`src/rtl/cdb_pkg.sv`:
```
package cdb_pkg;

    localparam int FU_COUNT    = 4;   // functional-unit result ports
    localparam int CDB_COUNT   = 2;   // broadcast lanes
    localparam int QUEUE_DEPTH = 2;   // entries per result queue
    localparam int PREG_COUNT  = 64;

    // queue pointer and occupancy widths
    localparam int QPTR_W = $clog2(QUEUE_DEPTH);
    localparam int QCNT_W = $clog2(QUEUE_DEPTH + 1);

    typedef logic [31:0]                   word_t;
    typedef logic [$clog2(PREG_COUNT)-1:0] preg_id_t;
    typedef logic [$clog2(FU_COUNT)-1:0]   fu_sel_t;
    typedef logic [QPTR_W-1:0]             qptr_t;
    typedef logic [QCNT_W-1:0]             qcnt_t;

    // one finished result from a functional unit
    typedef struct packed {
        preg_id_t preg;
        word_t    data;
        logic     w_reg;   // result writes a register
    } fu_result_t;

    // one CDB broadcast lane
    typedef struct packed {
        logic     valid;
        preg_id_t preg;
        word_t    data;
        logic     w_reg;
    } cdb_lane_t;

    // four-phase receiver
    typedef enum logic {
        WAIT_REQ,
        HOLD_ACK
    } port_state_t;

endpackage

```
`src/rtl/fu_result_port.sv`:
```
module fu_result_port (
    input  logic                clk_i,
    input  logic                rst_n_i,
    input  logic                flush_i,
    input  logic                req_i,
    input  cdb_pkg::fu_result_t result_i,
    output logic                ack_o,
    input  logic                grant_i,
    output logic                head_valid_o,
    output cdb_pkg::fu_result_t head_o
);

    cdb_pkg::port_state_t state_q;
    cdb_pkg::port_state_t state_d;

    cdb_pkg::fu_result_t mem_q [cdb_pkg::QUEUE_DEPTH];
    cdb_pkg::qptr_t      wr_ptr_q;
    cdb_pkg::qptr_t      rd_ptr_q;
    cdb_pkg::qcnt_t      count_q;

    logic full;
    logic push;
    logic pop;

    function automatic cdb_pkg::qptr_t next_ptr(cdb_pkg::qptr_t p);
        return (p == cdb_pkg::qptr_t'(cdb_pkg::QUEUE_DEPTH - 1)) ? '0 : p + 1'b1;
    endfunction

    assign full = (count_q == cdb_pkg::qcnt_t'(cdb_pkg::QUEUE_DEPTH));
    assign push = (state_q == cdb_pkg::WAIT_REQ) && req_i && !full; // full queue holds ack back
    assign pop  = grant_i && head_valid_o;

    // receiver FSM
    always_comb begin
        state_d = state_q;
        case (state_q)
            cdb_pkg::WAIT_REQ: if (push) state_d = cdb_pkg::HOLD_ACK;
            cdb_pkg::HOLD_ACK: if (!req_i) state_d = cdb_pkg::WAIT_REQ;   // req dropped
            default:           state_d = cdb_pkg::WAIT_REQ;
        endcase
    end

    always_ff @(posedge clk_i or negedge rst_n_i) begin
        if (!rst_n_i) begin
            state_q <= cdb_pkg::WAIT_REQ;
        end else begin
            state_q <= state_d;   // flush leaves the handshake alone
        end
    end

    assign ack_o = (state_q == cdb_pkg::HOLD_ACK);

    // queue control
    always_ff @(posedge clk_i or negedge rst_n_i) begin
        if (!rst_n_i) begin
            wr_ptr_q <= '0;
            rd_ptr_q <= '0;
            count_q  <= '0;
        end else if (flush_i) begin
            // drop everything queued, keep a result taken on this edge
            wr_ptr_q <= cdb_pkg::qptr_t'(push);
            rd_ptr_q <= '0;
            count_q  <= cdb_pkg::qcnt_t'(push);
        end else begin
            if (push) wr_ptr_q <= next_ptr(wr_ptr_q);
            if (pop) rd_ptr_q <= next_ptr(rd_ptr_q);
            count_q <= count_q + cdb_pkg::qcnt_t'(push) - cdb_pkg::qcnt_t'(pop);
        end
    end

    always_ff @(posedge clk_i) begin
        if (push) begin
            mem_q[flush_i ? '0 : wr_ptr_q] <= result_i;
        end
    end

    assign head_valid_o = (count_q != '0);
    assign head_o       = mem_q[rd_ptr_q];

endmodule

```
`config.mk`:
```
export PLATFORM = sky130hd
export DESIGN_NAME = fu_result_port
export DESIGN_NICKNAME = d
export VERILOG_FILES = /design/src/rtl/cdb_pkg.sv /design/src/rtl/fu_result_port.sv
export SDC_FILE = /design/constraint.sdc
export NUM_CORES = 1
export LEC_CHECK = 0
export BUFFER_PORTS_ARGS = -buffer_cell sky130_fd_sc_hd__buf_2
export CORE_MARGIN = 2
export CORE_UTILIZATION = 55
export CTS_CLUSTER_DIAMETER = 200
export DETAILED_ROUTE_END_ITERATION = 10
export PLACE_DENSITY = 0.83
export SKIP_CTS_REPAIR_TIMING = 1
export SLEW_MARGIN = 10
export SYNTH_ARGS = -nofsm -noshare
export SYNTH_HDL_FRONTEND = slang
export SYNTH_SLANG_ARGS = --single-unit
```
`constraint.sdc`:
```
create_clock -name clk_i -period 4.7 [get_ports clk_i]
set_input_delay 0.235 -clock clk_i [delete_from_list [all_inputs] [get_ports clk_i]]
set_output_delay 0.235 -clock clk_i [all_outputs]
set_load 0.03 [all_outputs]
```
==> results of run 1 <==
==> placed cells by master, fill, tap and decap left out, drive strengths merged, types with 2 or more instances in the layout <==
master / count
buf: 84
edfxtp: 78
mux2: 39
clkbuf: 14
dfrtp: 5
nor2: 3
o21a: 2
inv: 2
xnor2: 2
ha: 2
nor2b: 2
==> final cells by class <==
class,count,area (um^2)
flip-flops and latches,83,2470
inverters,2,7.51
repair buffers,85,430
fillers,407,1730
clock inverters,2,12.5
clock buffers,14,153
well taps,72,90.1
multi-input cells,57,586
==> critical path, stage by stage (launching register included) <==
cell,delay (ps)
dfrtp_2,940
mux2_2,430
buf_2,180
==> state kept, by name, summed over array words and instances, names as in the netlist <==
register / count
count_q: 2
ack_o: 1
wr_ptr_q: 1
mem_q: 78
rd_ptr_q: 1
==> power breakdown <==
part           internal (W)  switching, W
Sequential         0.000907     0.0000720
Combinational      0.000235      0.000373
Clock              0.000206      0.000215
Total               0.00135      0.000660
==> kinds of logic after synthesis <==
kind of cell,after synthesis
AO/OA/AOI/OAI,2
XOR/XNOR,3
adder cells (fa/ha/maj),2
buffers and inverters,6
flip-flops,83
multiplexers,40
AND/OR/NAND/NOR,10
==> through the flow <==
step / util, % / power, W / std cells / worst slack, ps / cell area [um^2]
floorplan: - / 0.00146 / 146 / 1700 / 3090
global placement: 65.3 / 0.00160 / 298 / 2590 / 3570
detailed placement: 65.3 / 0.00161 / 298 / 2540 / 3570
CTS: 68.3 / 0.00203 / 314 / 2500 / 3740
global route: 68.5 / 0.00209 / 315 / 2370 / 3750
finish: 68.5 / 0.00201 / 315 / 2560 / 3750
==> final timing paths <==
kind                         startpoint  slack (ps)  depth (start not counted)            to
hold reg to reg                   ack_o         530                          1         ack_o
max in group asynchronous       rst_n_i        4320                          2      rd_ptr_q
setup reg to reg             count_q[1]        2570                          3   mem_q[0][4]
hold / removal             result_i[37]          80                          1  mem_q[0][37]
min in group asynchronous       rst_n_i         230                          2      rd_ptr_q
setup / recovery               rd_ptr_q        2560                          2    head_o[21]
==> per-layer routing <==
| layer | share of wire (%) | vias to the layer above | track usage [%] |
|---|---|---|---|
| li1 | - | 746 | - |
| met1 | 38 | 764 | 16.9 |
| met2 | 54 | 61 | 27.9 |
| met3 | 6.6 | 4 | 5.68 |
| met4 | 0.89 | 0 | 7.76 |
| met5 | 0 | - | 0 |
==> results.cfg, run 1 <==
[routing]
drc_errors = 0
wl_mm = 4.73
dr.pass1.iters = 4
drtAntennaViolNets = 0
first_iter_violations = 66
wire_per_inst_um = 15.0
viasPerCell = 5.00
dr_total_vias = 1575

[floorplan]
rows = 27
core-area_um2 = 5470
die_h_um = 79.0
initial_core_util_pct = 56.5
ioPinCount = 85
dieArea_um2 = 6230
die_width_um = 79.0

[critical_path]
path_class = flop to output port
cp-end-kind = output port
cp.arrival_ps = 1910
start_kind = flop
cp.required_ps = 4470
path_max_fanout = 40

[logic_synthesis]
syn_avg_cell_area_um2 = 21.2
synth-compound-area-share_pct = 0.486
ys_ff_latch = 83
synthTopCellsByCount = edfxtp_1 (78), mux2_2 (39), dfrtp_1 (5), buf_6 (4), nor2_1 (3)
yosys.area_share.simple_pct = 1.78
synth.area.top_cells = edfxtp_1 (76%), mux2_2 (14%), dfrtp_1 (4.0%), buf_6 (1.5%), ha_1 (0.81%)
synth_top_family_by_area = multiplexers
synth.distinct_cells = 17
yosys.area.top_type_share_pct = 75.8
yosys_warnings = 0
synth_cells = 146
synth_fa_ha_area_share_pct = 0.810
synthArstFlopShare_pct = 6.02
netlist_area_um2 = 3090
synth-seq-area-share_pct = 79.8
yosysTopAreaCell = edfxtp_1
synthFlopType = edfxtp_1
synthMuxAreaShare_pct = 14.5
synth-xor-area-share_pct = 0.850
syn_nets = 192
synth_edf_count = 78
yosys.cell_count.top_type = edfxtp_1

[cts]
clock_latency_ps = 330
clock-root-buffer = clkbuf_8
path_clk_slew_ps = 80
clk_path_buf_depth = 2
cts_inserted_buffers = 9
clock_sinks = 83
tritoncts = yes
cts_htree_levels = 3

[place]
portBuffers = 84
gp_routability_congestion = 0.740
place_hpwl_mm = 3.15

[worst_hold_path]
hp-class = input pin to flop

[layout]
layout-drive-gt1-share_pct = 57.2
diodes = 0
layout.nets = 284
area_growth_syn_to_layout_pct = 21.3

[job]
cap_violations = 0

[timing]
min_period_ps = 2140
hold_viol = 0
finalCritPeriodShare_pct = 45.6
setup-tns-final_ps = 0
slew_violations = 0
slew_headroom_pct = 27.9
setup_viol = 0
max_freq_ghz = 0.467
worst_pin_slew_ps = 1080
rsz0062_at_grt = false
whs_ps = 82.2
skew_ps = 7.46

[power]
leakagePower_nw = 1.41
powerDensity_nw_per_um2 = 536
irDropWorstVdd_uv = 408

[global_route]
track_usage_pct = 15.9
grt_antenna_before_repair = 0
grt_pass1_wl_mm = 7.00
grt_max_degree = 41
grt_pass1_vias = 1568
grt_overflow_total = 0

[run_status]
status = complete, no violations
Power figures use the tool's default switching activity.
==> run 2, diff against run 1 <==
CORE_UTILIZATION = 51   (was 55)
PLACE_DENSITY = 0.78   (was 0.83)
clock period = 2.2 ns   (was 4.7 ns; I/O delays follow)
==> results.cfg, run 2 (same netlist as run 1, synthesis figures left out) <==
[worst_hold_path]
hp-class = input pin to asynchronous set/reset pin

[routing]
dr.pass1.iters = 4
wl_mm = 5.63
wire_per_inst_um = 15.5
first_iter_violations = 86
viasPerCell = 4.89
drc_errors = 0
dr_total_vias = 1781
drtAntennaViolNets = 0

[floorplan]
dieArea_um2 = 6700
rows = 28
die_width_um = 81.8
ioPinCount = 85
die_h_um = 81.8
initial_core_util_pct = 52.5
core-area_um2 = 5890

[run_status]
status = complete, no violations

[timing]
min_period_ps = 1670
worst_pin_slew_ps = 365
rsz0062_at_grt = false
setup-tns-final_ps = 0
slew_violations = 0
finalCritPeriodShare_pct = 76.1
slew_headroom_pct = 75.6
max_freq_ghz = 0.597
skew_ps = 4.71
setup_viol = 0
hold_viol = 0

[power]
p_comb_share_pct = 33.8
powerDensity_nw_per_um2 = 1060
intPower_w = 0.00303
clkPwrFrac_pct = 22.0
leakagePower_nw = 1.62
p_sw_share_pct = 32.5
power_switching_w = 0.00146
irDropWorstVdd_uv = 666
fin_total_pwr_w = 0.00449
seq_power_share_pct = 44.3

[layout]
area_growth_syn_to_layout_pct = 36.8
top_register = mem_q
largest_reg_flops = 78
diodes = 0
final_cell_mix = buf_2 (84), edfxtp_1 (78), dlygate4sd3_1 (42)
final_util_pct = 71.8
layout-drive-gt1-share_pct = 49.8
layout_commonest_cell = buf_2
reg_top3 = mem_q (78), count_q (2)
layout.nets = 331

[cts]
path_clk_slew_ps = 70
cts_htree_levels = 3
clock_latency_ps = 330
tritoncts = yes
clock_sinks = 83
clock-root-buffer = clkbuf_8
clk_path_buf_depth = 2
cts_inserted_buffers = 9

[global_route]
grt_max_degree = 40
grt_overflow_total = 0
grt_pass1_wl_mm = 7.48
track_usage_pct = 15.6
grt_pass1_vias = 1598
grt_antenna_before_repair = 0

[critical_path]
cp-end-kind = flop
ff2ff_path_depth = 8
path_class = flop to flop
start_kind = flop
cp.arrival_ps = 1920
path_max_fanout = 5
cp.required_ps = 2450

[place]
portBuffers = 84
place_hpwl_mm = 3.34
gp_routability_congestion = 0.754

[job]
cap_violations = 0
run 2: cell types whose count changed in the layout (fill, tap and decap cells not counted), moves of 2 or more:
cell           change
dlygate4sd3_1     +41
clkinv_1           +2
clkbuf_1           -2
buf_4              +5
run 2: worst max-delay path, cell delays in order, from the launching register on:
cell and delay, ps:
dfrtp_1 420, nand2b_1 130, nand3b_1 110, ha_1 290, inv_1 40, ha_1 180
xor2_1 150, and2_1 160, nor3_1 120
run 2: final cells by class:
type | count | area [um^2]
clock buffer | 11 | 131
timing repair buffer | 132 | 898
sequential | 83 | 2470
fill | 374 | 1660
multi-input combinational | 57 | 586
tap | 75 | 93.8
inverter | 2 | 7.51
clock inverter | 4 | 42.5
run 2: power by group through the flow:
stage	Sequential, W	Clock (W)	Combinational, W
after global placement	0.00201	0	0.00145
after CTS	0.00199	0.00102	0.00147
after detailed placement	0.00202	0	0.00146
after floorplan	0.00202	0	0.00109
final	0.00199	0.000985	0.00152
after global routing	0.00200	0.00107	0.00162
run 2: per-stage QoR:
| step | hold WS (ps) | setup slack, ps | instances | area [um^2] |
|---|---|---|---|---|
| 2_1_floorplan | -186 | -90.2 | 146 | 3100 |
| 3_5_place_dp | -65.6 | 536 | 307 | 3630 |
| 4_1_cts | -442 | 526 | 322 | 3810 |
| 5_1_grt | 133 | 387 | 364 | 4230 |
| 6_report | 121 | 526 | 364 | 4230 |
| 3_3_place_gp | -65.2 | 620 | 307 | 3630 |
run 2: per-layer routing:
layer  global-route usage, %  share of wire [%]  vias to the layer above
li1                        -                  -                      845
met1                    18.4                 40                      866
met2                    25.4                 53                       65
met3                    5.49                6.3                        5
met4                    8.17               0.67                        0
met5                       0                  0                        -
run 2: worst paths after layout:
kind	slack, ps	endpoint	from
worst min register to register	540	ack_o	ack_o
max in group asynchronous	1930	rd_ptr_q	rst_n_i
worst max register to register	530	count_q[1]	count_q[1]
min in group clk_i	190	rd_ptr_q	grant_i
worst max-delay path	530	count_q[1]	count_q[1]
worst min-delay path	120	wr_ptr_q	rst_n_i
==> run 3, diff against run 2 <==
CORE_UTILIZATION = 46   (was 51)
PLACE_DENSITY = 0.74   (was 0.78)
clock period = 1.4 ns   (was 2.2 ns; I/O delays follow)
==> results.cfg, run 3 (same netlist as run 1, synthesis figures left out) <==
[run_status]
status = finished, violations left
violations = negative setup slack

[critical_path]
crit_start = count_q[1]
cp-end-kind = flop
cp.arrival_ps = 1910
start_kind = flop
timing.rr.end = count_q[1]
path_max_fanout = 3
rrSetupSlack_ps = -250
rr_startpoint = count_q[1]
ff2ff_path_depth = 7
path_class = flop to flop
cp-endpoint = count_q[1]
cp.required_ps = 1660

[cts]
clk_path_buf_depth = 2
clock_latency_ps = 350
cts_inserted_buffers = 9
tritoncts = yes
clock-root-buffer = clkbuf_8
path_clk_slew_ps = 80
clock_sinks = 83
cts_htree_levels = 3

[layout]
layout_commonest_cell = edfxtp_1
layout-drive-gt1-share_pct = 56.5
largest_reg_flops = 78
fillers = 379
top_register = mem_q
layout.nets = 351
area_growth_syn_to_layout_pct = 55.1
finish.instance_area_um2 = 4790
stdcell_count = 387
diodes = 0
final_cell_mix = edfxtp_1 (78), buf_2 (68), dlygate4sd3_1 (42)
reg_top3 = mem_q (78), count_q (2)
final_util_pct = 74.6

[global_route]
grt_overflow_total = 0
grt_pass1_wl_mm = 7.91
grt_pass1_vias = 1743
grt_max_degree = 32
grt_antenna_before_repair = 0
track_usage_pct = 14.2

[place]
portBuffers = 84
gp_routability_congestion = 0.785
pre_cts_slack_ps = -181
place_hpwl_mm = 3.54
placed_area_um2 = 3750
placedCellCount = 317

[timing]
hold_viol = 0
worst_pin_slew_ps = 195
slew_headroom_pct = 87.0
finalCritPeriodShare_pct = 118
setup_ws_ps = -250
skew_ps = 6.46
min_period_ps = 1650
max_freq_ghz = 0.606
slew_violations = 0
whs_ps = 66.5
rsz0062_at_grt = true
setup_viol = 116

[routing]
drtAntennaViolNets = 0
drc_errors = 0
first_iter_violations = 73
dr.pass1.iters = 4
wl_mm = 6.58
dr_total_vias = 1909
wire_per_inst_um = 17.0
viasPerCell = 4.93

[floorplan]
dieArea_um2 = 7390
core-area_um2 = 6420
rows = 29
ioPinCount = 85
initial_core_util_pct = 48.1
die_h_um = 86.0
die_width_um = 86.0

[power]
leakagePower_nw = 1.88
irDropWorstVdd_uv = 1030
powerDensity_nw_per_um2 = 1680

[worst_hold_path]
hp-class = input pin to asynchronous set/reset pin

[job]
cap_violations = 0
==> run 3: how the worst min path moves through the flow <==
stage,endpoint,slack [ps],cells after the start
final,ack_o,70,2
after CTS,count_q[1],-480,1
after detailed placement,count_q[1],-100,1
after floorplan,ack_o,-230,0
after global routing,count_q[1],90,2
after global placement,count_q[0],-110,1
==> run 3: power breakdown <==
group / leakage (nW) / switching (W) / internal (W)
Clock: 0.0886 / 0.000893 / 0.000671
Combinational: 1.01 / 0.00169 / 0.00163
Sequential: 0.776 / 0.000113 / 0.00304
==> run 3: worst max-delay path: stages, from the launching register on <==
cell	delay, ps
dfrtp_1	430
o21a_1	210
ha_1	290
inv_2	50
ha_4	150
xor2_2	170
and2_1	160
nor3_1	130
==> run 3: metrics by stage <==
step / total power [W] / TNS [ps]
2_1_floorplan: 0.00490 / -38060
3_3_place_gp: 0.00563 / -865
3_5_place_dp: 0.00566 / -2830
4_1_cts: 0.00721 / -11180
5_1_grt: 0.00839 / -20690
6_report: 0.00804 / -14560
==> run 3: area by class of cell <==
class / count / area (um^2) / share of cell area, %
Multi-Input combinational cell: 57 / 669 / 14.0
Clock buffer: 9 / 124 / 2.58
Clock inverter: 7 / 57.6 / 1.20
Timing Repair Buffer: 152 / 1370 / 28.6
Sequential cell: 83 / 2470 / 51.5
Inverter: 2 / 7.51 / 0.157
Tap cell: 77 / 96.3 / 2.01
==> run 3: routing by layer <==
layer	track usage, %	up-vias	share of wire [%]
li1	-	890	-
met1	17.2	937	42
met2	23.2	78	51
met3	6.54	4	6.6
met4	3.90	0	0.41
met5	0	-	0
