$ cat src/rtl/cdb_pkg.sv
package cdb_pkg;

    localparam int FU_COUNT    = 4;   // functional-unit result ports
    localparam int CDB_COUNT   = 2;   // broadcast lanes
    localparam int QUEUE_DEPTH = 2;   // entries per result queue
    localparam int PREG_COUNT  = 64;

    // queue pointer and occupancy widths
    localparam int QPTR_W = $clog2(QUEUE_DEPTH);
    localparam int QCNT_W = $clog2(QUEUE_DEPTH + 1);

    typedef logic [31:0]                   word_t;
    typedef logic [$clog2(PREG_COUNT)-1:0] preg_id_t;
    typedef logic [$clog2(FU_COUNT)-1:0]   fu_sel_t;
    typedef logic [QPTR_W-1:0]             qptr_t;
    typedef logic [QCNT_W-1:0]             qcnt_t;

    // one finished result from a functional unit
    typedef struct packed {
        preg_id_t preg;
        word_t    data;
        logic     w_reg;   // result writes a register
    } fu_result_t;

    // one CDB broadcast lane
    typedef struct packed {
        logic     valid;
        preg_id_t preg;
        word_t    data;
        logic     w_reg;
    } cdb_lane_t;

    // four-phase receiver
    typedef enum logic {
        WAIT_REQ,
        HOLD_ACK
    } port_state_t;

endpackage

$ cat src/rtl/cdb_arbiter.sv
module cdb_arbiter (
    input  logic                                        clk_i,
    input  logic                                        rst_n_i,
    input  logic                                        flush_i,
    input  logic                [cdb_pkg::FU_COUNT-1:0]  head_valid_i,
    input  cdb_pkg::fu_result_t [cdb_pkg::FU_COUNT-1:0]  heads_i,
    output logic                [cdb_pkg::FU_COUNT-1:0]  grant_o,
    output cdb_pkg::cdb_lane_t  [cdb_pkg::CDB_COUNT-1:0] cdb_o
);

    cdb_pkg::fu_sel_t ptr_q;   // highest priority port

    logic             [cdb_pkg::FU_COUNT-1:0]  eligible;
    cdb_pkg::fu_sel_t [cdb_pkg::CDB_COUNT-1:0] sel;
    logic             [cdb_pkg::CDB_COUNT-1:0] ok;
    cdb_pkg::fu_sel_t                          last;

    logic                [cdb_pkg::CDB_COUNT-1:0] lane_valid_q;
    cdb_pkg::fu_result_t [cdb_pkg::CDB_COUNT-1:0] lane_res_q;

    assign eligible = head_valid_i & {cdb_pkg::FU_COUNT{~flush_i}};  // no grants during flush

    // walk the ports from the pointer, fill lanes in order
    always_comb begin : pick
        cdb_pkg::fu_sel_t idx;
        int               n;
        sel  = '0;
        ok   = '0;
        last = ptr_q;
        n    = 0;
        for (int i = 0; i < cdb_pkg::FU_COUNT; i++) begin
            idx = cdb_pkg::fu_sel_t'(ptr_q + i);
            if (eligible[idx] && n < cdb_pkg::CDB_COUNT) begin
                sel[n] = idx;
                ok[n]  = 1'b1;
                last   = idx;
                n      = n + 1;
            end
        end
    end

    always_comb begin
        grant_o = '0;
        for (int k = 0; k < cdb_pkg::FU_COUNT; k++) begin
            for (int l = 0; l < cdb_pkg::CDB_COUNT; l++) begin
                if (ok[l] && sel[l] == cdb_pkg::fu_sel_t'(k)) grant_o[k] = 1'b1;
            end
        end
    end

    // ok is all zero under flush, so the lanes clear on the next edge
    always_ff @(posedge clk_i or negedge rst_n_i) begin
        if (!rst_n_i) begin
            ptr_q        <= '0;
            lane_valid_q <= '0;
        end else begin
            lane_valid_q <= ok;
            if (|ok) ptr_q <= last + 1'b1;   // port after the last one granted
        end
    end

    always_ff @(posedge clk_i) begin
        for (int l = 0; l < cdb_pkg::CDB_COUNT; l++) begin
            if (ok[l]) lane_res_q[l] <= heads_i[sel[l]];
        end
    end

    always_comb begin
        for (int l = 0; l < cdb_pkg::CDB_COUNT; l++) begin
            cdb_o[l].valid = lane_valid_q[l];
            cdb_o[l].preg  = lane_res_q[l].preg;
            cdb_o[l].data  = lane_res_q[l].data;
            cdb_o[l].w_reg = lane_res_q[l].w_reg;
        end
    end

endmodule

$ cat config.mk
export PLATFORM = sky130hd
export DESIGN_NAME = cdb_arbiter
export DESIGN_NICKNAME = d
export VERILOG_FILES = /design/src/rtl/cdb_pkg.sv /design/src/rtl/cdb_arbiter.sv
export SDC_FILE = /design/constraint.sdc
export NUM_CORES = 1
export LEC_CHECK = 0
export BUFFER_PORTS_ARGS = -buffer_cell sky130_fd_sc_hd__buf_2
export CORE_MARGIN = 10
export CORE_UTILIZATION = 53
export CTS_BUF_LIST = sky130_fd_sc_hd__clkbuf_8
export DETAILED_ROUTE_END_ITERATION = 8
export GPL_TIMING_DRIVEN = 0
export PLACE_DENSITY = 0.95
export SLEW_MARGIN = 20
export SYNTH_ARGS = -nofsm -noshare
export SYNTH_HDL_FRONTEND = slang
export SYNTH_SLANG_ARGS = --single-unit
$ cat constraint.sdc
create_clock -name clk_i -period 6.4 [get_ports clk_i]
set_input_delay 0.32 -clock clk_i [delete_from_list [all_inputs] [get_ports clk_i]]
set_output_delay 0.32 -clock clk_i [all_outputs]
set_load 0.03 [all_outputs]
==> run summary, run 1 <==
first-pass GRT wire length = 27.72 mm
# clock sinks = 82
commonest non-fill, non-tap cell in the layout = buf_2
post-synthesis sequential area ratio = 0.4507
Yosys warnings = 0
EDFF count, synth = 78
Cell Chain, Critical Path = buf_2, a41o_1, or2_2, clkbuf_1, ha_1, or3_1, o2bb2ai_1, nand2_1, nand2_1, o21ai_0, a21oi_1, buf_2, o22ai_1, buf_2
Worst EP required = 6.08 ns
I/O pins = 247
Startpoint Class = flip-flop
worst r2r dst = cdb_o[63]$_DFFE_PP_
Clock power frac = 0.084
ys async rst share = 0.04878
Avg Cell Area, Syn = 14.81 sq um
Post-DRT Antenna Nets = 0
Die X-Extent = 121.1 um
Critical Path AT = 4.89 ns
R2R Setup Slk = 1.73 ns
reg2reg path depth = 13
total power = 4844 uW
I/O Buffers = 245
hold_buf cts = 1
most frequent cells in the layout = buf_2 (261), mux2i_1 (119), edfxtp_1 (78)
FMAX = 0.1918 GHz
Seq cells post-synth = 82
Mapped Area = 0.005419 sq mm
via count = 4571
Routed wire per std cell = 23.79 um
post-layout min period = 5.214 ns
final hold violation count = 0
Finished Layout Cells = 762
status = finished clean
worst slew pin tran = 0.7336 ns
CP Launch Point = ptr_q[1]$_DFFE_PN0P_
core area = 0.009864 sq mm
Routed WL = 18.13 mm
internal power = 2609 uW
Ant. Diodes = 0
CTS Root Cell = clkbuf_8
Placed Cells = 746
Yosys top cell area share = 0.4322
post-layout util = 0.7174
setup TNS = 0 ns
CTS tree = done
Critical Path End Type = primary output
Overall Global Routing Usage = 0.2408
die area = 0.01467 sq mm
Initial Util = 0.5493
Slowest cell on crit path = o2bb2ai_1
RSZ-0062 raised after global routing = false
DRT Pass-1 Iters = 5
Hold Crit Class = input port to asynchronous set/reset pin
crit-path max cell delay = 0.61 ns
post-layout net count = 791
antenna violations before repair = 0
Pwr Density = 684.5 mW/mm^2
worst-path maximum fanout = 10
peak supply drop = 0.0003429 V
Net Sw Power = 2235 uW
initial DRC count = 424
Yosys top cell by area = edfxtp_1
H-Tree Depth = 3
part of the power in registers = 0.244
setup violators final = 0
clock buffer count from CTS = 9
area grow syn2layout = 30.59%
Clock transition at path regs = 0.09 ns
gr ovfl total = 0
ys flop type = edfxtp_1
R2R Path Start = ptr_q[1]$_DFFE_PN0P_
Lkg Pwr = 0.002892 uW
Tcrit/Tclk final = 0.8147
CP endpoint = grant_o[2]
setup bufs post-CTS = 0
Logic pwr share = 0.672
detailed-route vias per instance = 5.999
Placer Congestion = 0.8795
DRC Markers = 0
ranking of synthesized cells by area = edfxtp_1 (43%), mux2i_1 (22%), mux4_2 (17%)
critical path class = flip-flop to primary output
slew margin rel. = 0.5109
post-CTS sizing = 0
later-pin clock latency in the skew report = 0.35 ns
layout cell share with drive strength beyond 1 = 0.5390
via count of the first global-routing pass = 4917
fin. max-slew vios = 0
Die Y = 121.1 um
synthesized instance count = 366
cell mode on critical path = buf_2
Distinct cells, synth = 51
Sw Ratio = 0.4614
hpwl dp = 14.53 mm
Row Count = 36
syn_nets = 532
maximum clock path buffer count = 2
worst clock skew = 0.008058 ns
pin count of the biggest net entering global routing = 25
Max-cap violations = 0
[power groups by stage]
stage	sequential, uW	combinational [uW]	clock [uW]
global placement	1200	3150	0
detailed placement	1190	3260	0
finish	1180	3250	407
floorplan	1760	1840	0
global route	1210	3460	436
CTS	1180	3280	412
[cells by family after synthesis]
| kind of cell | count (synthesis) | synth area share |
|---|---|---|
| multiplexers | 163 | 0.3992 |
| flip-flops | 82 | 0.4507 |
| AND/OR/NAND/NOR | 44 | 0.04526 |
| AO/OA/AOI/OAI | 37 | 0.05519 |
| buffers and inverters | 33 | 0.03625 |
| XOR/XNOR | 4 | 0.006466 |
| adder cells (fa/ha/maj) | 3 | 0.006928 |
[Yosys cell counts (all sizes together) (2+ instances only)]
master and number:
mux2i 120, edfxtp 78, mux4 41, buf 25
nand2 11, nor2 10, a21oi 8, clkbuf 4
dfrtp 4, inv 4, o21ai 4, o2bb2ai 4
a32o 3, and2 3, ha 3, nand2b 3
nor4 3, or3 3, xnor2 3, a2bb2oi 2
a31oi 2, mux2 2, nor3 2, nor4b 2
or2 2
[metal layers]
| layer | GRT usage | vias up | part of all wire |
|---|---|---|---|
| li1 | - | 2004 | - |
| met2 | 0.4364 | 277 | 0.53 |
| met1 | 0.2596 | 2258 | 0.36 |
| met3 | 0.07585 | 32 | 0.094 |
| met5 | 0 | - | 0 |
| met4 | 0.07843 | 0 | 0.021 |
[critical path: cells and delay by family (launching register included)]
kind / cells / cell delay (ns)
DFF: 1 / 0.45
and+or+nand+nor: 4 / 1.00
AOI/OAI and AO/OA: 5 / 1.76
buffers and inverters: 4 / 1.03
adders and majority gates: 1 / 0.29
[area by class of cell]
cell class	count	area [sq um]
plain buffers	29	181.4
clock inverters	6	82.58
well taps	133	166.4
fillers	704	2788
inverters	4	15.01
multi-input cells	251	2781
clock buffers	9	123.9
repair buffers	248	1284
flip-flops and latches	82	2442
[registers in the layout, summed over array words and instances, names as in the netlist]
| register | count |
|---|---|
| cdb_o | 78 |
| lane_valid_q | 2 |
| ptr_q | 2 |
[worst min-delay path by stage]
stage	startpoint	endpoint	slack (ns)
floorplan	rst_n_i	lane_valid_q[0]$_DFF_PN0_	0.02
global placement	rst_n_i	lane_valid_q[0]$_DFF_PN0_	0.12
detailed placement	rst_n_i	lane_valid_q[0]$_DFF_PN0_	0.13
CTS	rst_n_i	lane_valid_q[0]$_DFF_PN0_	0.27
global route	rst_n_i	ptr_q[0]$_DFFE_PN0P_	0.28
finish	rst_n_i	lane_valid_q[1]$_DFF_PN0_	0.27
[stage by stage]
stage	hold slack (ns)	worst slack, ns	cell area, sq um
2_1_floorplan	0.02441	2.043	5419
3_3_place_gp	0.1232	1.173	6812
3_5_place_dp	0.1277	1.688	6860
4_1_cts	0.2694	1.275	7077
5_1_grt	0.2788	0.8997	7077
6_report	0.2746	1.186	7077
Power figures use the tool's default switching activity.
==> run 2: changes to the inputs <==
--- a/config.mk
+++ b/config.mk
@@ -5,13 +5,14 @@
 export SDC_FILE = /design/constraint.sdc
 export NUM_CORES = 1
 export LEC_CHECK = 0
+export ABC_AREA = 1
 export BUFFER_PORTS_ARGS = -buffer_cell sky130_fd_sc_hd__buf_2
 export CORE_MARGIN = 10
-export CORE_UTILIZATION = 53
+export CORE_UTILIZATION = 51
 export CTS_BUF_LIST = sky130_fd_sc_hd__clkbuf_8
 export DETAILED_ROUTE_END_ITERATION = 8
 export GPL_TIMING_DRIVEN = 0
-export PLACE_DENSITY = 0.95
+export PLACE_DENSITY = 0.94
 export SLEW_MARGIN = 20
 export SYNTH_ARGS = -nofsm -noshare
 export SYNTH_HDL_FRONTEND = slang
==> constraint.sdc (replaced) <==
create_clock -name clk_i -period 5.2 [get_ports clk_i]
set_input_delay 0.26 -clock clk_i [delete_from_list [all_inputs] [get_ports clk_i]]
set_output_delay 0.26 -clock clk_i [all_outputs]
set_load 0.03 [all_outputs]
==> run summary, run 2 <==
Routed wire per std cell = 18.15 um (was 23.79 um)
worst slew pin tran = 0.7191 ns (was 0.7336 ns)
Max-cap violations = 0 (unchanged)
Yosys top cell by area = edfxtp_1 (unchanged)
setup violators final = 0 (unchanged)
setup ws final = 1.189 ns (was 1.186 ns)
I/O pins = 247 (unchanged)
Placer Congestion = 0.9430 (was 0.8795)
ys async rst share = 0.04878 (unchanged)
CP Launch Point = ptr_q[0]$_DFFE_PN0P_ (was ptr_q[1]$_DFFE_PN0P_)
post-layout net count = 1419 (was 791)
gr ovfl total = 0 (unchanged)
Row Count = 40 (was 36)
setup bufs post-CTS = 0 (unchanged)
RSZ-0062 raised after global routing = false (unchanged)
core area = 0.01216 sq mm (was 0.009864 sq mm)
Startpoint Class = flip-flop (unchanged)
most frequent cells in the layout = nand2_1 (563), buf_2 (265), nand3_1 (217) (was buf_2 (261), mux2i_1 (119), edfxtp_1 (78))
Die Y = 132.1 um (was 121.1 um)
Clock transition at path regs = 0.09 ns (about the same)
via count = 8020 (was 4571)
pin count of the biggest net entering global routing = 43 (was 25)
setup TNS = 0 ns (unchanged)
Initial Util = 0.5272 (was 0.5493)
layout cell share with drive strength beyond 1 = 0.2657 (was 0.5390)
Yosys top cell area share = 0.3653 (was 0.4322)
detailed-route vias per instance = 5.616 (was 5.999)
R2R Path Start = ptr_q[0]$_DFFE_PN0P_ (was ptr_q[1]$_DFFE_PN0P_)
top post-synthesis cells by count = nand2_1 (563), nand3_1 (218), edfxtp_1 (78) (was mux2i_1 (119), edfxtp_1 (78), mux4_2 (41))
fin. max-slew vios = 0 (unchanged)
worst-path maximum fanout = 42 (was 10)
I/O Buffers = 246 (was 245)
first-pass GRT wire length = 40.21 mm (was 27.72 mm)
CTS Root Cell = clkbuf_8 (unchanged)
Area after DPL = 0.007931 sq mm (was 0.006860 sq mm)
Distinct cells, synth = 27 (was 51)
ys flop type = edfxtp_1 (unchanged)
post-layout min period = 4.011 ns
slew margin rel. = 0.5206 (was 0.5109)
commonest non-fill, non-tap cell in the layout = nand2_1 (was buf_2)
antenna violations before repair = 3 (was 0)
max FFs per register = 78 (unchanged)
die area = 0.01746 sq mm (was 0.01467 sq mm)
post-synthesis sequential area ratio = 0.3810 (was 0.4507)
Worst EP required = 4.94 ns (was 6.08 ns)
Critical Path End Type = primary output (unchanged)
maximum clock path buffer count = 2 (unchanged)
DRT Pass-1 Iters = 6 (was 5)
Seq cells post-synth = 82 (unchanged)
post-place setup slack = 1.699 ns (was 1.688 ns)
initial DRC count = 1163 (was 424)
synthesized instance count = 993 (was 366)
clock buffer count from CTS = 9 (unchanged)
Hold Crit Class = input port to asynchronous set/reset pin (unchanged)
FMAX = 0.2493 GHz
final hold violation count = 0 (unchanged)
ranking of synthesized cells by area = edfxtp_1 (37%), nand2_1 (33%), nand3_1 (17%) (was edfxtp_1 (43%), mux2i_1 (22%), mux4_2 (17%))
CTS tree = done (unchanged)
most frequent cell after synthesis = nand2_1 (was mux2i_1)
Finished Cell Area = 0.008109 sq mm (was 0.007077 sq mm)
hpwl dp = 19.06 mm (was 14.53 mm)
later-pin clock latency in the skew report = 0.38 ns (was 0.35 ns)
status = finished clean (unchanged)
Die X-Extent = 132.1 um (was 121.1 um)
critical path class = flip-flop to primary output (unchanged)
Critical Path AT = 3.75 ns (was 4.89 ns)
worst clock skew = 0.008925 ns (was 0.008058 ns)
Mapped Area = 0.006411 sq mm (was 0.005419 sq mm)
Tcrit/Tclk final = 0.7713
H-Tree Depth = 3 (unchanged)
syn_nets = 1159 (was 532)
EDFF count, synth = 78 (unchanged)
Yosys warnings = 0 (unchanged)
Routed WL = 25.91 mm (was 18.13 mm)
area grow syn2layout = 26.48% (was 30.59%)
# clock sinks = 82 (unchanged)
Avg Cell Area, Syn = 6.456 sq um (was 14.81 sq um)
DRC Markers = 0 (unchanged)
Post-DRT Antenna Nets = 0 (unchanged)
via count of the first global-routing pass = 7629 (was 4917)
Overall Global Routing Usage = 0.2840 (was 0.2408)
-- run 2: cell count changes after synthesis, sizes merged, moves of 6 or more --
cell / change
buf: +21
clkbuf: +20
mux2i: -120
nand3: +222
nand2: +563
mux4: -41
inv: +14
a21oi: -6
-- run 2: cell type report --
class,count,area (sq um)
multi-input combinational,823,3541
clock buffer,9,123.9
timing repair buffer,249,1296
buffer,70,384.1
clock inverter,6,36.28
antenna,3,7.507
tap,168,210.2
inverter,18,67.56
sequential,82,2442
fill,1137,4053
-- run 2: repair_timing --
| action | 4_1_cts | 5_1_grt |
|---|---|---|
| hold buffers | 1 | 0 |
| hold endpoints to repair | 4 | 0 |
| gates resized for setup | 0 | 0 |
-- run 2: path summary, 6_finish.rpt --
kind                                             end  cells past startpoint  slack, ns
max                                       grant_o[1]                     15       1.19
min                        lane_valid_q[1]$_DFF_PN0_                      2       0.19
max reg2reg                       cdb_o[8]$_DFFE_PP_                     18       1.80
min reg2reg                     ptr_q[1]$_DFFE_PN0P_                      3       0.81
max in group asynchronous       ptr_q[0]$_DFFE_PN0P_                      2       4.89
min in group clk_i                cdb_o[6]$_DFFE_PP_                      5       0.24
-- run 2: critical path, cell delays in order, from the launching register on --
cell and delay [ns]:
dfrtp_1 0.44, buf_4 0.20, nand3_1 0.14, nand2_1 0.09, nand2_1 0.10, nand2_1 0.11, ha_1 0.25, inv_1 0.21
nand3_2 0.20, nand2_1 0.12, nand2_2 0.15, nand3_2 0.18, nand3_4 0.56, nand3_1 0.30, nand2_1 0.11, buf_2 0.19
-- run 2: cells by family (layout without fill, tap and decap cells) --
group	after synthesis	after routing	synth area share
flops	82	82	0.3810
fa+ha+maj	3	3	0.005855
other cells	0	3	0
compound gates	11	11	0.01191
simple gates	809	809	0.5308
buf+inv	88	352	0.07045
-- run 2: metrics by stage --
step	hold slack [ns]	std cells	util
after floorplan	-0.03559	993	-
after global placement	0.06853	1407	0.6457
after detailed placement	0.07266	1409	0.6522
after CTS	0.1851	1425	0.6662
after global routing	0.1929	1428	0.6668
final	0.1890	1428	0.6668
-- run 2: routing by layer --
layer / track usage / vias to the layer above / wire [um]
met4: 0.1514 / 0 / 1081
met3: 0.08346 / 94 / 3702
li1: - / 3752 / -
met2: 0.4410 / 647 / 11710
met5: 0 / - / 0
met1: 0.3474 / 3527 / 9421
Power of run 2 is not shown: default switching activity piles up to over one toggle a cycle in this logic, so the estimate is an artifact.
==> run 3: changes to the inputs <==
--- a/config.mk
+++ b/config.mk
@@ -8,11 +8,11 @@
 export ABC_AREA = 1
 export BUFFER_PORTS_ARGS = -buffer_cell sky130_fd_sc_hd__buf_2
 export CORE_MARGIN = 10
-export CORE_UTILIZATION = 51
+export CORE_UTILIZATION = 46
 export CTS_BUF_LIST = sky130_fd_sc_hd__clkbuf_8
 export DETAILED_ROUTE_END_ITERATION = 8
 export GPL_TIMING_DRIVEN = 0
-export PLACE_DENSITY = 0.94
+export PLACE_DENSITY = 0.9
 export SLEW_MARGIN = 20
 export SYNTH_ARGS = -nofsm -noshare
 export SYNTH_HDL_FRONTEND = slang
==> constraint.sdc (replaced) <==
create_clock -name clk_i -period 3.5 [get_ports clk_i]
set_input_delay 0.175 -clock clk_i [delete_from_list [all_inputs] [get_ports clk_i]]
set_output_delay 0.175 -clock clk_i [all_outputs]
set_load 0.03 [all_outputs]
==> run summary, run 3 (synthesized netlist as in run 2, its figures left out) <==
core area = 0.01377 sq mm (was 0.01216 sq mm)
first-pass GRT wire length = 43.00 mm (was 40.21 mm)
worst slew pin tran = 0.7262 ns (was 0.7191 ns)
Finished Cell Area = 0.008419 sq mm (was 0.008109 sq mm)
via count = 8270 (was 8020)
die area = 0.01906 sq mm (was 0.01746 sq mm)
Post-DRT Antenna Nets = 0 (unchanged)
Routed wire per std cell = 18.98 um (was 18.15 um)
Area after DPL = 0.007946 sq mm (was 0.007931 sq mm)
Max-cap violations = 0 (unchanged)
Tcrit/Tclk final = 0.9576
RSZ-0062 raised after global routing = true (was false)
detailed-route vias per instance = 5.692 (was 5.616)
I/O pins = 247 (unchanged)
hpwl dp = 19.41 mm (was 19.06 mm)
Overall Global Routing Usage = 0.2734 (was 0.2840)
H-Tree Depth = 3 (unchanged)
gr ovfl total = 0 (unchanged)
worst path bufs/invs = 6 (was 3)
Register Area = 0.002444 sq mm (was 0.002442 sq mm)
final hold violation count = 0 (unchanged)
CTS tree = done (unchanged)
Row Count = 43 (was 40)
Initial Util = 0.4655 (was 0.5272)
most frequent cells in the layout = nand2_1 (556), buf_2 (259), nand3_1 (215) (was nand2_1 (563), buf_2 (265), nand3_1 (217))
commonest non-fill, non-tap cell in the layout = nand2_1 (unchanged)
maximum clock path buffer count = 2 (unchanged)
Slowest cell on crit path = dfrtp_1 (was nand3_4)
FMAX = 0.2984 GHz
fin. max-slew vios = 0 (unchanged)
pin count of the biggest net entering global routing = 22 (was 43)
worst-path maximum fanout = 10 (was 42)
worst clock skew = 0.01513 ns (was 0.008925 ns)
Die Y = 138.1 um (was 132.1 um)
post-layout net count = 1433 (was 1419)
Die X-Extent = 138.1 um (was 132.1 um)
clock buffer count from CTS = 9 (unchanged)
later-pin clock latency in the skew report = 0.39 ns (was 0.38 ns)
Routed WL = 27.58 mm (was 25.91 mm)
DRC Markers = 0 (unchanged)
multi-input combinational cell area = 0.003655 sq mm (was 0.003541 sq mm)
setup violators final = 0 (unchanged)
critical path class = flip-flop to primary output (unchanged)
post-layout min period = 3.352 ns
# fillers = 1343 (was 1137)
layout cell share with drive strength beyond 1 = 0.2869 (was 0.2657)
DRT Pass-1 Iters = 6 (unchanged)
Startpoint Class = flip-flop (unchanged)
via count of the first global-routing pass = 8083 (was 7629)
max FFs per register = 78 (unchanged)
Worst EP required = 3.32 ns (was 4.94 ns)
Critical Path End Type = primary output (unchanged)
antenna violations before repair = 0 (was 3)
Placer Congestion = 0.9086 (was 0.9430)
Hold Crit Class = input port to asynchronous set/reset pin (unchanged)
status = finished clean (unchanged)
Largest delay share family, worst path = simple AND/OR/NAND/NOR gates (unchanged)
crit-path max cell delay = 0.43 ns (was 0.56 ns)
# clock sinks = 82 (unchanged)
hold_ws = 0.1342 ns (was 0.1890 ns)
Cell Chain, Critical Path = inv_2, buf_8, nand3_1, nand2_1, nand2_2, nand2_2, ha_2, inv_4, nand2_2, nor2_4, nand2_1, nand3_4, nor2_4, nand2_2, o21ai_4, inv_2, buf_4, nand3_1, nand2_1, buf_2 (was buf_4, nand3_1, nand2_1, nand2_1, nand2_1, ha_1, inv_1, nand3_2, nand2_1, nand2_2, nand3_2, nand3_4, nand3_1, nand2_1, buf_2)
area grow syn2layout = 31.32% (was 26.48%)
setup ws final = 0.1484 ns (was 1.189 ns)
post-place setup slack = 0.07405 ns (was 1.699 ns)
Critical Path AT = 3.18 ns (was 3.75 ns)
slew margin rel. = 0.5159 (was 0.5206)
CTS Root Cell = clkbuf_8 (unchanged)
Clock transition at path regs = 0.09 ns (about the same)
cell mode on critical path = nand2_2 (was nand2_1)
I/O Buffers = 246 (unchanged)
initial DRC count = 994 (was 1163)
run 3: area by class of cell:
cell class,instances,area share
inverter,18,0.008619
clock buffer,9,0.01471
buffer,70,0.04993
clock inverter,7,0.009214
sequential,82,0.2902
antenna,1,0.0002972
multi-input combinational,824,0.4341
timing repair buffer,262,0.1661
tap,180,0.02675
run 3: worst paths after layout:
check / endpoint / slack (ns) / start / cells past startpoint
worst min register to register: ptr_q[1]$_DFFE_PN0P_ / 0.79 / ptr_q[1]$_DFFE_PN0P_ / 3
worst max-delay path: grant_o[3] / 0.15 / ptr_q[0]$_DFFE_PN0P_ / 20
worst max register to register: cdb_o[47]$_DFFE_PP_ / 0.21 / ptr_q[0]$_DFFE_PN0P_ / 20
worst min-delay path: lane_valid_q[1]$_DFF_PN0_ / 0.13 / rst_n_i / 2
max in group asynchronous: ptr_q[1]$_DFFE_PN0P_ / 3.23 / rst_n_i / 2
min in group clk_i: cdb_o[27]$_DFFE_PP_ / 0.15 / heads_i[144] / 5
run 3: timing repair:
action                                 in CTS  in global routing
endpoints found under the hold margin       4                  0
gates cloned                                1                  0
setup endpoints to repair                   4                 41
resized for setup                          18                 24
setup buffers                               4                  9
hold buffers                                1                  0
pin swaps                                   5                  6
run 3: layer usage:
| metal | vias to the layer above | wire length (um) | GRT usage |
|---|---|---|---|
| met2 | 663 | 12810 | 0.4423 |
| met5 | - | 0 | 0 |
| met1 | 3714 | 10470 | 0.3359 |
| li1 | 3787 | - | - |
| met4 | 0 | 1125 | 0.1199 |
| met3 | 106 | 3185 | 0.07089 |
run 3: metrics by stage:
| stage | TNS [ns] | std cells | utilization |
|---|---|---|---|
| detailed placement | 0 | 1421 | 0.5769 |
| global route | -0.04775 | 1452 | 0.6111 |
| global placement | -77.59 | 1419 | 0.5715 |
| CTS | 0 | 1443 | 0.6004 |
| finish | 0 | 1453 | 0.6113 |
| floorplan | 0 | 993 | - |
Power of run 3 is left out for the same reason.
